<file path="config.mk">
export PLATFORM = sky130hd
export DESIGN_NAME = erx_top
export DESIGN_NICKNAME = d
export VERILOG_FILES = /design/src/rx_pkg.sv /design/src/erx_top.sv /design/src/rx_cfg_apb.sv /design/src/rx_protocol_decode.sv /design/src/rx_frame_align.sv
export SDC_FILE = /design/constraint.sdc
export NUM_CORES = 1
export LEC_CHECK = 0
export BUFFER_PORTS_ARGS = -buffer_cell sky130_fd_sc_hd__buf_2
export CORE_UTILIZATION = 40
export DETAILED_ROUTE_END_ITERATION = 16
export GPL_TIMING_DRIVEN = 0
export PLACE_DENSITY_LB_ADDON = 0.25
export SLEW_MARGIN = 20
export SYNTH_ARGS = -nofsm -noshare
export SYNTH_HDL_FRONTEND = slang
export SYNTH_SLANG_ARGS = --single-unit
</file>
<file path="constraint.sdc">
create_clock -name rx_lclk_div4 -period 9.6 [get_ports rx_lclk_div4]
set_clock_uncertainty 0.15 [all_clocks]
set_input_delay 0.48 -clock rx_lclk_div4 [delete_from_list [all_inputs] [get_ports rx_lclk_div4]]
set_output_delay 0.48 -clock rx_lclk_div4 [all_outputs]
set_load 0.01 [all_outputs]
</file>
<file path="src/rx_pkg.sv">
/*
 * RX link package: link widths, packet field positions and APB register map
 */

package rx_pkg;

   // Link format widths
   localparam int PW = 104;                // Decoded packet width
   localparam int AW = 32;                 // Address width
   localparam int DW = 32;                 // Data width

   // ########################################################################
   // Packet field positions
   // ########################################################################

   localparam int PKT_WRITE        = 0;
   localparam int PKT_DATAMODE_LSB = 1;    // Bits 2:1
   localparam int PKT_CTRLMODE_LSB = 3;    // Bits 6:3, bit 7 stays zero
   localparam int PKT_DSTADDR_LSB  = 8;    // Bits 39:8
   localparam int PKT_DATA_LSB     = 40;   // Bits 71:40
   localparam int PKT_SRCADDR_LSB  = 72;   // Bits 103:72

   // dstaddr step from one stream packet to the next
   localparam logic [AW-1:0] STREAM_INC = 32'd8;

   // Default width of the packet counters
   localparam int CNT_W_DEFAULT = 16;

   // ########################################################################
   // APB register map, byte addresses of 32-bit words
   // ########################################################################

   typedef enum logic [3:0] {
      REG_CTRL     = 4'h0,                 // Bit 0 receive enable
      REG_PKT_CNT  = 4'h4,                 // Accepted packets, write clears
      REG_DROP_CNT = 4'h8                  // Dropped packets, write clears
   } rx_reg_e;

endpackage
</file>
<file path="src/erx_top.sv">
/*
 * RX protocol stage top: frame aligner, protocol decoder and registers
 */

`timescale 1ns/10ps

module erx_top #(
   parameter int CNT_W = rx_pkg::CNT_W_DEFAULT
) (
   input  logic                  rx_lclk_div4,
   input  logic                  reset,
   // Deserializer side
   input  logic [7:0]            rx_frame_par,
   input  logic [63:0]           rx_data_par,
   // APB
   input  logic                  psel,
   input  logic                  penable,
   input  logic                  pwrite,
   input  logic [3:0]            paddr,
   input  logic [31:0]           pwdata,
   output logic [31:0]           prdata,
   output logic                  pready,
   // Decoded packets
   output logic                  erx_access,
   output logic [rx_pkg::PW-1:0] erx_packet
);

   logic        align_active;
   logic [2:0]  align_lane;
   logic [63:0] data_q;
   logic [7:0]  frame_par;
   logic        rx_enable;
   logic        rx_drop;

   rx_frame_align i_align (
      .rx_lclk_div4 (rx_lclk_div4),
      .reset        (reset),
      .rx_frame_par (rx_frame_par),
      .rx_data_par  (rx_data_par),
      .align_active (align_active),
      .align_lane   (align_lane),
      .data_q       (data_q),
      .frame_par    (frame_par)
   );

   rx_protocol_decode i_decode (
      .rx_lclk_div4 (rx_lclk_div4),
      .reset        (reset),
      .align_active (align_active),
      .align_lane   (align_lane),
      .data_q       (data_q),
      .frame_par    (frame_par),
      .rx_enable    (rx_enable),
      .erx_access   (erx_access),
      .erx_packet   (erx_packet),
      .rx_drop      (rx_drop)
   );

   rx_cfg_apb #(
      .CNT_W (CNT_W)
   ) i_cfg (
      .rx_lclk_div4 (rx_lclk_div4),
      .reset        (reset),
      .psel         (psel),
      .penable      (penable),
      .pwrite       (pwrite),
      .paddr        (paddr),
      .pwdata       (pwdata),
      .prdata       (prdata),
      .pready       (pready),
      .erx_access   (erx_access),
      .rx_drop      (rx_drop),
      .rx_enable    (rx_enable)
   );

endmodule

</file>
<file path="src/rx_cfg_apb.sv">
/*
 * RX register block: APB slave with receive enable and packet counters
 */

`timescale 1ns/10ps

module rx_cfg_apb #(
   parameter int CNT_W = rx_pkg::CNT_W_DEFAULT
) (
   input  logic        rx_lclk_div4,
   input  logic        reset,
   input  logic        psel,
   input  logic        penable,
   input  logic        pwrite,
   input  logic [3:0]  paddr,
   input  logic [31:0] pwdata,
   output logic [31:0] prdata,
   output logic        pready,
   input  logic        erx_access,
   input  logic        rx_drop,
   output logic        rx_enable
);

   rx_pkg::rx_reg_e reg_sel;
   logic            wr_en;
   logic [CNT_W-1:0] pkt_cnt;
   logic [CNT_W-1:0] drop_cnt;

   assign reg_sel = rx_pkg::rx_reg_e'(paddr);
   assign wr_en   = psel & penable & pwrite;   // Access phase of a write
   assign pready  = 1'b1;                      // No wait states

   always_ff @(posedge rx_lclk_div4 or posedge reset) begin
      if (reset) begin
         rx_enable <= 1'b0;
         pkt_cnt   <= '0;
         drop_cnt  <= '0;
      end else begin
         if (wr_en && reg_sel == rx_pkg::REG_CTRL) begin
            rx_enable <= pwdata[0];
         end

         // Clear wins over a packet in the same cycle
         if (wr_en && reg_sel == rx_pkg::REG_PKT_CNT) begin
            pkt_cnt <= '0;
         end else if (erx_access && pkt_cnt != '1) begin
            pkt_cnt <= pkt_cnt + 1'b1;
         end

         if (wr_en && reg_sel == rx_pkg::REG_DROP_CNT) begin
            drop_cnt <= '0;
         end else if (rx_drop && drop_cnt != '1) begin
            drop_cnt <= drop_cnt + 1'b1;
         end
      end
   end

   // Read mux
   always_comb begin
      prdata = '0;
      case (reg_sel)
         rx_pkg::REG_CTRL:     prdata[0] = rx_enable;
         rx_pkg::REG_PKT_CNT:  prdata[CNT_W-1:0] = pkt_cnt;
         rx_pkg::REG_DROP_CNT: prdata[CNT_W-1:0] = drop_cnt;
         default: ;                            // Unmapped reads as zero
      endcase
   end

endmodule

</file>
<file path="src/rx_protocol_decode.sv">
/*
 * RX protocol decoder: three-stage field extraction from aligned groups,
 * stream mode handling, enable gating and 104-bit packet packing
 */

`timescale 1ns/10ps

module rx_protocol_decode (
   input  logic                   rx_lclk_div4,
   input  logic                   reset,
   input  logic                   align_active,
   input  logic [2:0]             align_lane,
   input  logic [63:0]            data_q,
   input  logic [7:0]             frame_par,
   input  logic                   rx_enable,
   output logic                   erx_access,
   output logic [rx_pkg::PW-1:0]  erx_packet,
   output logic                   rx_drop
);

   // Stage control
   logic [2:0]            lane_0, lane_1;
   logic                  active_0, active_1;
   logic                  stream_0, stream_1, stream_2;
   logic                  access_2;

   // Stage payload
   logic [3:0]            ctrlmode_0, ctrlmode_1, ctrlmode_2;
   logic [rx_pkg::AW-1:0] dstaddr_0, dstaddr_1, dstaddr_2;
   logic [1:0]            datamode_0, datamode_1, datamode_2;
   logic                  write_0, write_1, write_2;
   logic                  access_0, access_1;
   logic [15:0]           data_hi_0;       // Data bits 31:16
   logic [rx_pkg::DW-1:0] data_1, data_2;
   logic [rx_pkg::AW-1:0] srcaddr_1, srcaddr_2;

   // ########################################################################
   // Stage 0, first group after the frame edge
   // ########################################################################

   always_ff @(posedge rx_lclk_div4 or posedge reset) begin
      if (reset) begin
         active_0 <= 1'b0;
         lane_0   <= 3'd0;
         stream_0 <= 1'b0;
      end else begin
         active_0 <= align_active;
         lane_0   <= align_lane;
         // Lanes 7 and 6 see the next packet start in the current frame bits
         if (align_lane >= 3'd6) begin
            stream_0 <= frame_par[align_lane - 3'd6] & (align_active | stream_0);
         end else begin
            stream_0 <= 1'b0;
         end
      end
   end

   always_ff @(posedge rx_lclk_div4) begin
      case (align_lane)
         3'd7: begin
            ctrlmode_0 <= data_q[55:52];
            dstaddr_0  <= data_q[51:20];
            datamode_0 <= data_q[19:18];
            write_0    <= data_q[17];
            access_0   <= data_q[16];
            data_hi_0  <= data_q[15:0];
         end
         3'd6: begin
            ctrlmode_0      <= data_q[47:44];
            dstaddr_0       <= data_q[43:12];
            datamode_0      <= data_q[11:10];
            write_0         <= data_q[9];
            access_0        <= data_q[8];
            data_hi_0[15:8] <= data_q[7:0];
         end
         3'd5: begin
            ctrlmode_0 <= data_q[39:36];
            dstaddr_0  <= data_q[35:4];
            datamode_0 <= data_q[3:2];
            write_0    <= data_q[1];
            access_0   <= data_q[0];
         end
         3'd4: begin
            ctrlmode_0      <= data_q[31:28];
            dstaddr_0[31:4] <= data_q[27:0];
         end
         3'd3: begin
            ctrlmode_0       <= data_q[23:20];
            dstaddr_0[31:12] <= data_q[19:0];
         end
         3'd2: begin
            ctrlmode_0       <= data_q[15:12];
            dstaddr_0[31:20] <= data_q[11:0];
         end
         3'd1: begin
            ctrlmode_0       <= data_q[7:4];
            dstaddr_0[31:28] <= data_q[3:0];
         end
         default: ;                        // Lane 0 only has the header here
      endcase
   end

   // ########################################################################
   // Stage 1, second group
   // ########################################################################

   always_ff @(posedge rx_lclk_div4 or posedge reset) begin
      if (reset) begin
         active_1 <= 1'b0;
         lane_1   <= 3'd0;
         stream_1 <= 1'b0;
      end else begin
         active_1 <= active_0;
         lane_1   <= lane_0;
         if (lane_0 >= 3'd6) begin
            stream_1 <= stream_0;
         end else begin
            // Next packet starts at frame bit lane+2 of this group
            stream_1 <= frame_par[lane_0 + 3'd2] & (active_0 | stream_1);
         end
      end
   end

   always_ff @(posedge rx_lclk_div4) begin
      ctrlmode_1    <= ctrlmode_0;         // Pass-through unless overlaid below
      dstaddr_1     <= dstaddr_0;
      datamode_1    <= datamode_0;
      write_1       <= write_0;
      access_1      <= access_0;
      data_1[31:16] <= data_hi_0;
      case (lane_0)
         3'd7: begin
            data_1[15:0] <= data_q[63:48];
            srcaddr_1    <= data_q[47:16];
         end
         3'd6: begin
            data_1[23:0] <= data_q[63:40];
            srcaddr_1    <= data_q[39:8];
         end
         3'd5: begin
            data_1    <= data_q[63:32];
            srcaddr_1 <= data_q[31:0];
         end
         3'd4: begin
            dstaddr_1[3:0]  <= data_q[63:60];
            datamode_1      <= data_q[59:58];
            write_1         <= data_q[57];
            access_1        <= data_q[56];
            data_1          <= data_q[55:24];
            srcaddr_1[31:8] <= data_q[23:0];
         end
         3'd3: begin
            dstaddr_1[11:0]  <= data_q[63:52];
            datamode_1       <= data_q[51:50];
            write_1          <= data_q[49];
            access_1         <= data_q[48];
            data_1           <= data_q[47:16];
            srcaddr_1[31:16] <= data_q[15:0];
         end
         3'd2: begin
            dstaddr_1[19:0]  <= data_q[63:44];
            datamode_1       <= data_q[43:42];
            write_1          <= data_q[41];
            access_1         <= data_q[40];
            data_1           <= data_q[39:8];
            srcaddr_1[31:24] <= data_q[7:0];
         end
         3'd1: begin
            dstaddr_1[27:0] <= data_q[63:36];
            datamode_1      <= data_q[35:34];
            write_1         <= data_q[33];
            access_1        <= data_q[32];
            data_1          <= data_q[31:0];
         end
         default: begin                    // Lane 0, whole header word here
            ctrlmode_1   <= data_q[63:60];
            dstaddr_1    <= data_q[59:28];
            datamode_1   <= data_q[27:26];
            write_1      <= data_q[25];
            access_1     <= data_q[24];
            data_1[31:8] <= data_q[23:0];
         end
      endcase
   end

   // ########################################################################
   // Stage 2, third group and stream update
   // ########################################################################

   always_ff @(posedge rx_lclk_div4 or posedge reset) begin
      if (reset) begin
         stream_2 <= 1'b0;
         access_2 <= 1'b0;
      end else begin
         stream_2 <= stream_1;
         if (!stream_2) begin
            access_2 <= access_1 & active_1;
         end
      end
   end

   always_ff @(posedge rx_lclk_div4) begin
      if (stream_2) begin
         dstaddr_2 <= dstaddr_2 + rx_pkg::STREAM_INC;  // Header fields held
      end else begin
         ctrlmode_2 <= ctrlmode_1;
         dstaddr_2  <= dstaddr_1;
         datamode_2 <= datamode_1;
         write_2    <= write_1;
      end
      data_2    <= data_1;
      srcaddr_2 <= srcaddr_1;
      case (lane_1)
         3'd4: srcaddr_2[7:0]  <= data_q[63:56];
         3'd3: srcaddr_2[15:0] <= data_q[63:48];
         3'd2: srcaddr_2[23:0] <= data_q[63:40];
         3'd1: srcaddr_2       <= data_q[63:32];
         3'd0: begin
            data_2[7:0] <= data_q[63:56];
            srcaddr_2   <= data_q[55:24];
         end
         default: ;                        // Lanes 7 to 5 complete in stage 1
      endcase
   end

   // Enable splits the strobe into accept or drop
   assign erx_access = access_2 & rx_enable;
   assign rx_drop    = access_2 & ~rx_enable;

   // Packet packing
   always_comb begin
      erx_packet                                     = '0;
      erx_packet[rx_pkg::PKT_WRITE]                  = write_2;
      erx_packet[rx_pkg::PKT_DATAMODE_LSB +: 2]      = datamode_2;
      erx_packet[rx_pkg::PKT_CTRLMODE_LSB +: 4]      = ctrlmode_2;
      erx_packet[rx_pkg::PKT_DSTADDR_LSB +: rx_pkg::AW] = dstaddr_2;
      erx_packet[rx_pkg::PKT_DATA_LSB +: rx_pkg::DW]    = data_2;
      erx_packet[rx_pkg::PKT_SRCADDR_LSB +: rx_pkg::AW] = srcaddr_2;
   end

endmodule

</file>
<file path="src/rx_frame_align.sv">
/*
 * RX frame aligner: finds the rising frame edge in an 8-lane group and
 * registers its lane offset together with the data group
 */

`timescale 1ns/10ps

module rx_frame_align (
   input  logic        rx_lclk_div4,
   input  logic        reset,
   input  logic [7:0]  rx_frame_par,
   input  logic [63:0] rx_data_par,
   output logic        align_active,
   output logic [2:0]  align_lane,
   output logic [63:0] data_q,
   output logic [7:0]  frame_par
);

   logic       frame_prev;                 // Lane 0 frame bit of previous group
   logic [7:0] frame_rise;
   logic       edge_found;
   logic [2:0] edge_lane;

   // Each lane compares with its predecessor, lane 7 with the previous group
   assign frame_rise = rx_frame_par & ~{frame_prev, rx_frame_par[7:1]};

   // Highest lane wins, so the loop runs upward and later hits override
   always_comb begin
      edge_found = 1'b0;
      edge_lane  = 3'd0;
      for (int i = 0; i < 8; i++) begin
         if (frame_rise[i]) begin
            edge_found = 1'b1;
            edge_lane  = 3'(i);
         end
      end
   end

   always_ff @(posedge rx_lclk_div4 or posedge reset) begin
      if (reset) begin
         frame_prev   <= 1'b0;
         align_active <= 1'b0;
         align_lane   <= 3'd0;
      end else begin
         frame_prev   <= rx_frame_par[0];
         align_active <= edge_found;
         // Lane is held between edges, the stream path keeps using it
         if (edge_found) begin
            align_lane <= edge_lane;
         end
      end
   end

   // Data group, no reset needed
   always_ff @(posedge rx_lclk_div4) begin
      data_q <= rx_data_par;
   end

   // Current frame bits go straight on for stream detection
   assign frame_par = rx_frame_par;

endmodule

</file>
==> impl_metrics.json <==
{
  "grt_pass1_vias": 17046,
  "start_util_pct": 40.4,
  "violations": "DRC",
  "finalSetupTns_ps": 0,
  "rsz0062_at_grt": "false",
  "crit_path_frequent_cell": "buf_2",
  "viasPerCell": 6.31,
  "fin_ws_ps": 4740,
  "place_congestion": 0.992,
  "drt_first_pass_iters": 14,
  "maxCapViolations": 0,
  "grt_pass1_wl_um": 116000,
  "antenna_found_initial": 2,
  "required_ps": 9870,
  "cts.clk_slew.worst_paths_ps": 60,
  "postCtsSetupRepairBufs": 0,
  "num_vias": 18032,
  "area_delta_synth_final_pct": 21.6,
  "cts_tree": "yes",
  "clk_latency_ps": 590,
  "cp_max_fo": 17,
  "drc": 2,
  "ff2ff_setup_slack_ps": 4740,
  "slowest_delay_ps": 630,
  "crit_chain": "buf_2, buf_2, inv_1, clkbuf_1, ha_1, clkbuf_1, or2_2, buf_2, or2_2, buf_2, a222oi_1, o21ai_0",
  "r2r-start": "i_decode.lane_0[1]",
  "reg2reg_depth": 12,
  "cp_top_family": "buffers and inverters",
  "die_x_um": 216,
  "io_buffers": 201,
  "clock-root-buffer": "clkbuf_16",
  "p_leak_nw": 8.98,
  "hold_violations": 0,
  "synth-seq-cells": 377,
  "r2r_end": "i_decode.dstaddr_1[17]",
  "htree_levels": 2,
  "synth_warnings": 0,
  "gr-usage-all-layers_pct": 34.2,
  "finalSetupViolCount": 0,
  "async_flop_share_pct": 13.3,
  "drv_slew": 0,
  "ir_drop_uv": 130,
  "yosys.area.top_type": "dfxtp_1",
  "worst_slew_pin_slew_ps": 1300,
  "pin_count": 251,
  "fmaxAchievable_ghz": 0.206,
  "synth_area_leaders": "dfxtp_1 24%, edfxtp_1 17%, dfrtp_1 6.8%, mux2i_1 4.2%, a22oi_1 4.1%",
  "period_minus_slack_ps": 4860,
  "yosysSeqAreaShare_pct": 48.4,
  "numCtsBuffers": 42,
  "critPathLaunchType": "register",
  "crit_type": "register to register",
  "die-area_mm2": 0.0466,
  "critical-path-slowest-cell": "dfrtp_1",
  "hp-class": "primary input to register",
  "dpl_worst_slack_ps": 4970,
  "setup.worst_path.end": "i_decode.dstaddr_1[17]",
  "drive_above_1_share_pct": 17.5,
  "routed_wirelength_um": 82600,
  "critical_path_buf_inv_count": 7,
  "routedWlPerCell_um": 28.9,
  "grt_max_degree": 28,
  "cp-startpoint": "i_decode.lane_0[1]",
  "gr-total-overflow": 0,
  "coreArea_mm2": 0.0453,
  "fin_crit_sh_pct": 50.7,
  "synth_cell_type_count": 77,
  "first_iter_violations": 2826,
  "crit_arrival_ps": 5140,
  "cp.depth": 12,
  "powerDensity_mw_per_mm2": 248,
  "ctsLongestPathBuffers": 3,
  "synth_top_area_share_pct": 24.2,
  "synth_edf_count": 106,
  "antenna_left": 0,
  "crit_path_end_kind": "register",
  "synth_area_mm2": 0.0183,
  "clock-sinks": 377,
  "relSlewSlack_pct": 12.5,
  "fin_nets": 2350,
  "die_y_um": 216,
  "dp_hpwl_um": 55200,
  "status": "complete, but fails checks",
  "netlist_instances": 1895,
  "synth_ff_type": "dfxtp_1",
  "rows": 78,
  "synth.avg_cell_area_um2": 9.66
}
metal layers:
| metal | routed length [µm] | track usage, % | vias up |
|---|---|---|---|
| met5 | 27 | 0 | - |
| met2 | 34100 | 48.8 | 1264 |
| li1 | - | - | 7704 |
| met4 | 4820 | 18.4 | 4 |
| met1 | 32700 | 45.5 | 8746 |
| met3 | 10900 | 11.2 | 314 |
Yosys cell counts, drive strengths merged, types with 21 or more instances:
master	number
mux2i	76
nand3	35
inv	30
a21oi	105
a31oi	57
or4	21
o21ai	72
nor2b	50
dfxtp	221
a22oi	100
edfxtp	106
a22o	36
nand2	167
buf	61
a221oi	34
dfrtp	50
o31ai	21
nor2	129
mux2	43
clkbuf	158
cells by family (layout without fill, tap and decap cells):
logic type	Yosys count	after routing	share of synthesized area, %
compound gates	571	571	21.8
simple gates	541	541	14.8
flops	377	377	48.4
buf+inv	252	599	5.72
mux	127	127	7.78
fa+ha+maj	13	13	0.889
xor+xnor	12	12	0.574
other cells	2	19	0.0410
cells in the final DEF, fill, tap and decap left out, types with 15 or more instances in the layout:
master	Yosys	routed
a21oi_1	105	105
a221oi_1	34	34
clkbuf_1	157	153
nand4_1	20	20
or3_1	16	16
mux2_2	43	43
dfxtp_1	221	221
inv_1	30	29
o21ai_0	71	71
nand2_1	167	167
a22o_1	36	36
nor2_1	129	129
clkbuf_16	0	43
a31oi_1	57	57
dlygate4sd3_1	0	67
a222oi_1	15	15
or4_1	21	21
conb_1	2	18
o31ai_1	21	21
nand2b_1	15	15
a221o_1	20	20
nand3_1	34	34
dfrtp_1	50	50
buf_1	19	19
and3_1	15	15
mux2i_1	76	76
buf_4	19	19
nor2b_1	50	50
buf_2	23	224
edfxtp_1	106	106
a22oi_1	100	100
o22ai_1	18	18
state kept, by name, indices dropped and copies added (netlist names), 16 cells and up:
register and count:
i_decode.data_hi_0 16, i_decode.data_2 32, i_decode.srcaddr_1 32, i_align.data_q 64
i_decode.srcaddr_2 32, i_decode.dstaddr_0 32, i_decode.dstaddr_2 32, i_decode.data_1 32
i_cfg.drop_cnt 16, i_cfg.pkt_cnt 16, i_decode.dstaddr_1 32
report_power, final:
group | switching [mW] | leakage, nW | internal [mW]
clock network | 0.706 | 0.700 | 0.966
registers | 0.294 | 3.50 | 2.07
logic | 0.926 | 4.78 | 0.564
total | 1.93 | 8.98 | 3.60
final cells by class:
class                           instances  area [µm²]
Inverter                               33         126
Buffer                                219         936
Fill cell                            4259       23000
Timing Repair Buffer                  269        1700
Antenna cell                            1        2.50
Clock inverter                         26         280
Multi-Input combinational cell       1282        8470
Clock buffer                           52        1140
Sequential cell                       377        8860
Tap cell                              600         751
metrics by stage:
stage / cell area [µm²] / hold WS (ps) / total power [mW] / util [%] / instances
detailed placement: 20100 / 162 / 3.80 / 44.5 / 2713
global route: 22300 / 113 / 5.73 / 49.1 / 2858
CTS: 22200 / 101 / 5.49 / 49.1 / 2858
global placement: 20100 / 162 / 3.77 / 44.4 / 2712
finish: 22300 / 107 / 5.52 / 49.2 / 2859
floorplan: 18400 / 160 / 3.18 / - / 1911
worst min path at each step:
stage	from	end	cells after the start
final	rx_frame_par[7]	i_align.align_lane[0]	2
after CTS	rx_frame_par[7]	i_align.align_lane[0]	2
after global placement	i_decode.data_1[16]	i_decode.data_2[16]	0
after floorplan	i_decode.data_1[10]	i_decode.data_2[10]	0
after detailed placement	i_decode.data_1[25]	i_decode.data_2[25]	0
after global routing	rx_frame_par[7]	i_align.align_lane[0]	2
what timing repair did:
item                      in CTS  in global routing
hold endpoints to repair      89                  0
resized for setup              0                  0
hold buffers                  67                  0
Note: power is estimated with default switching activity, not from simulation.
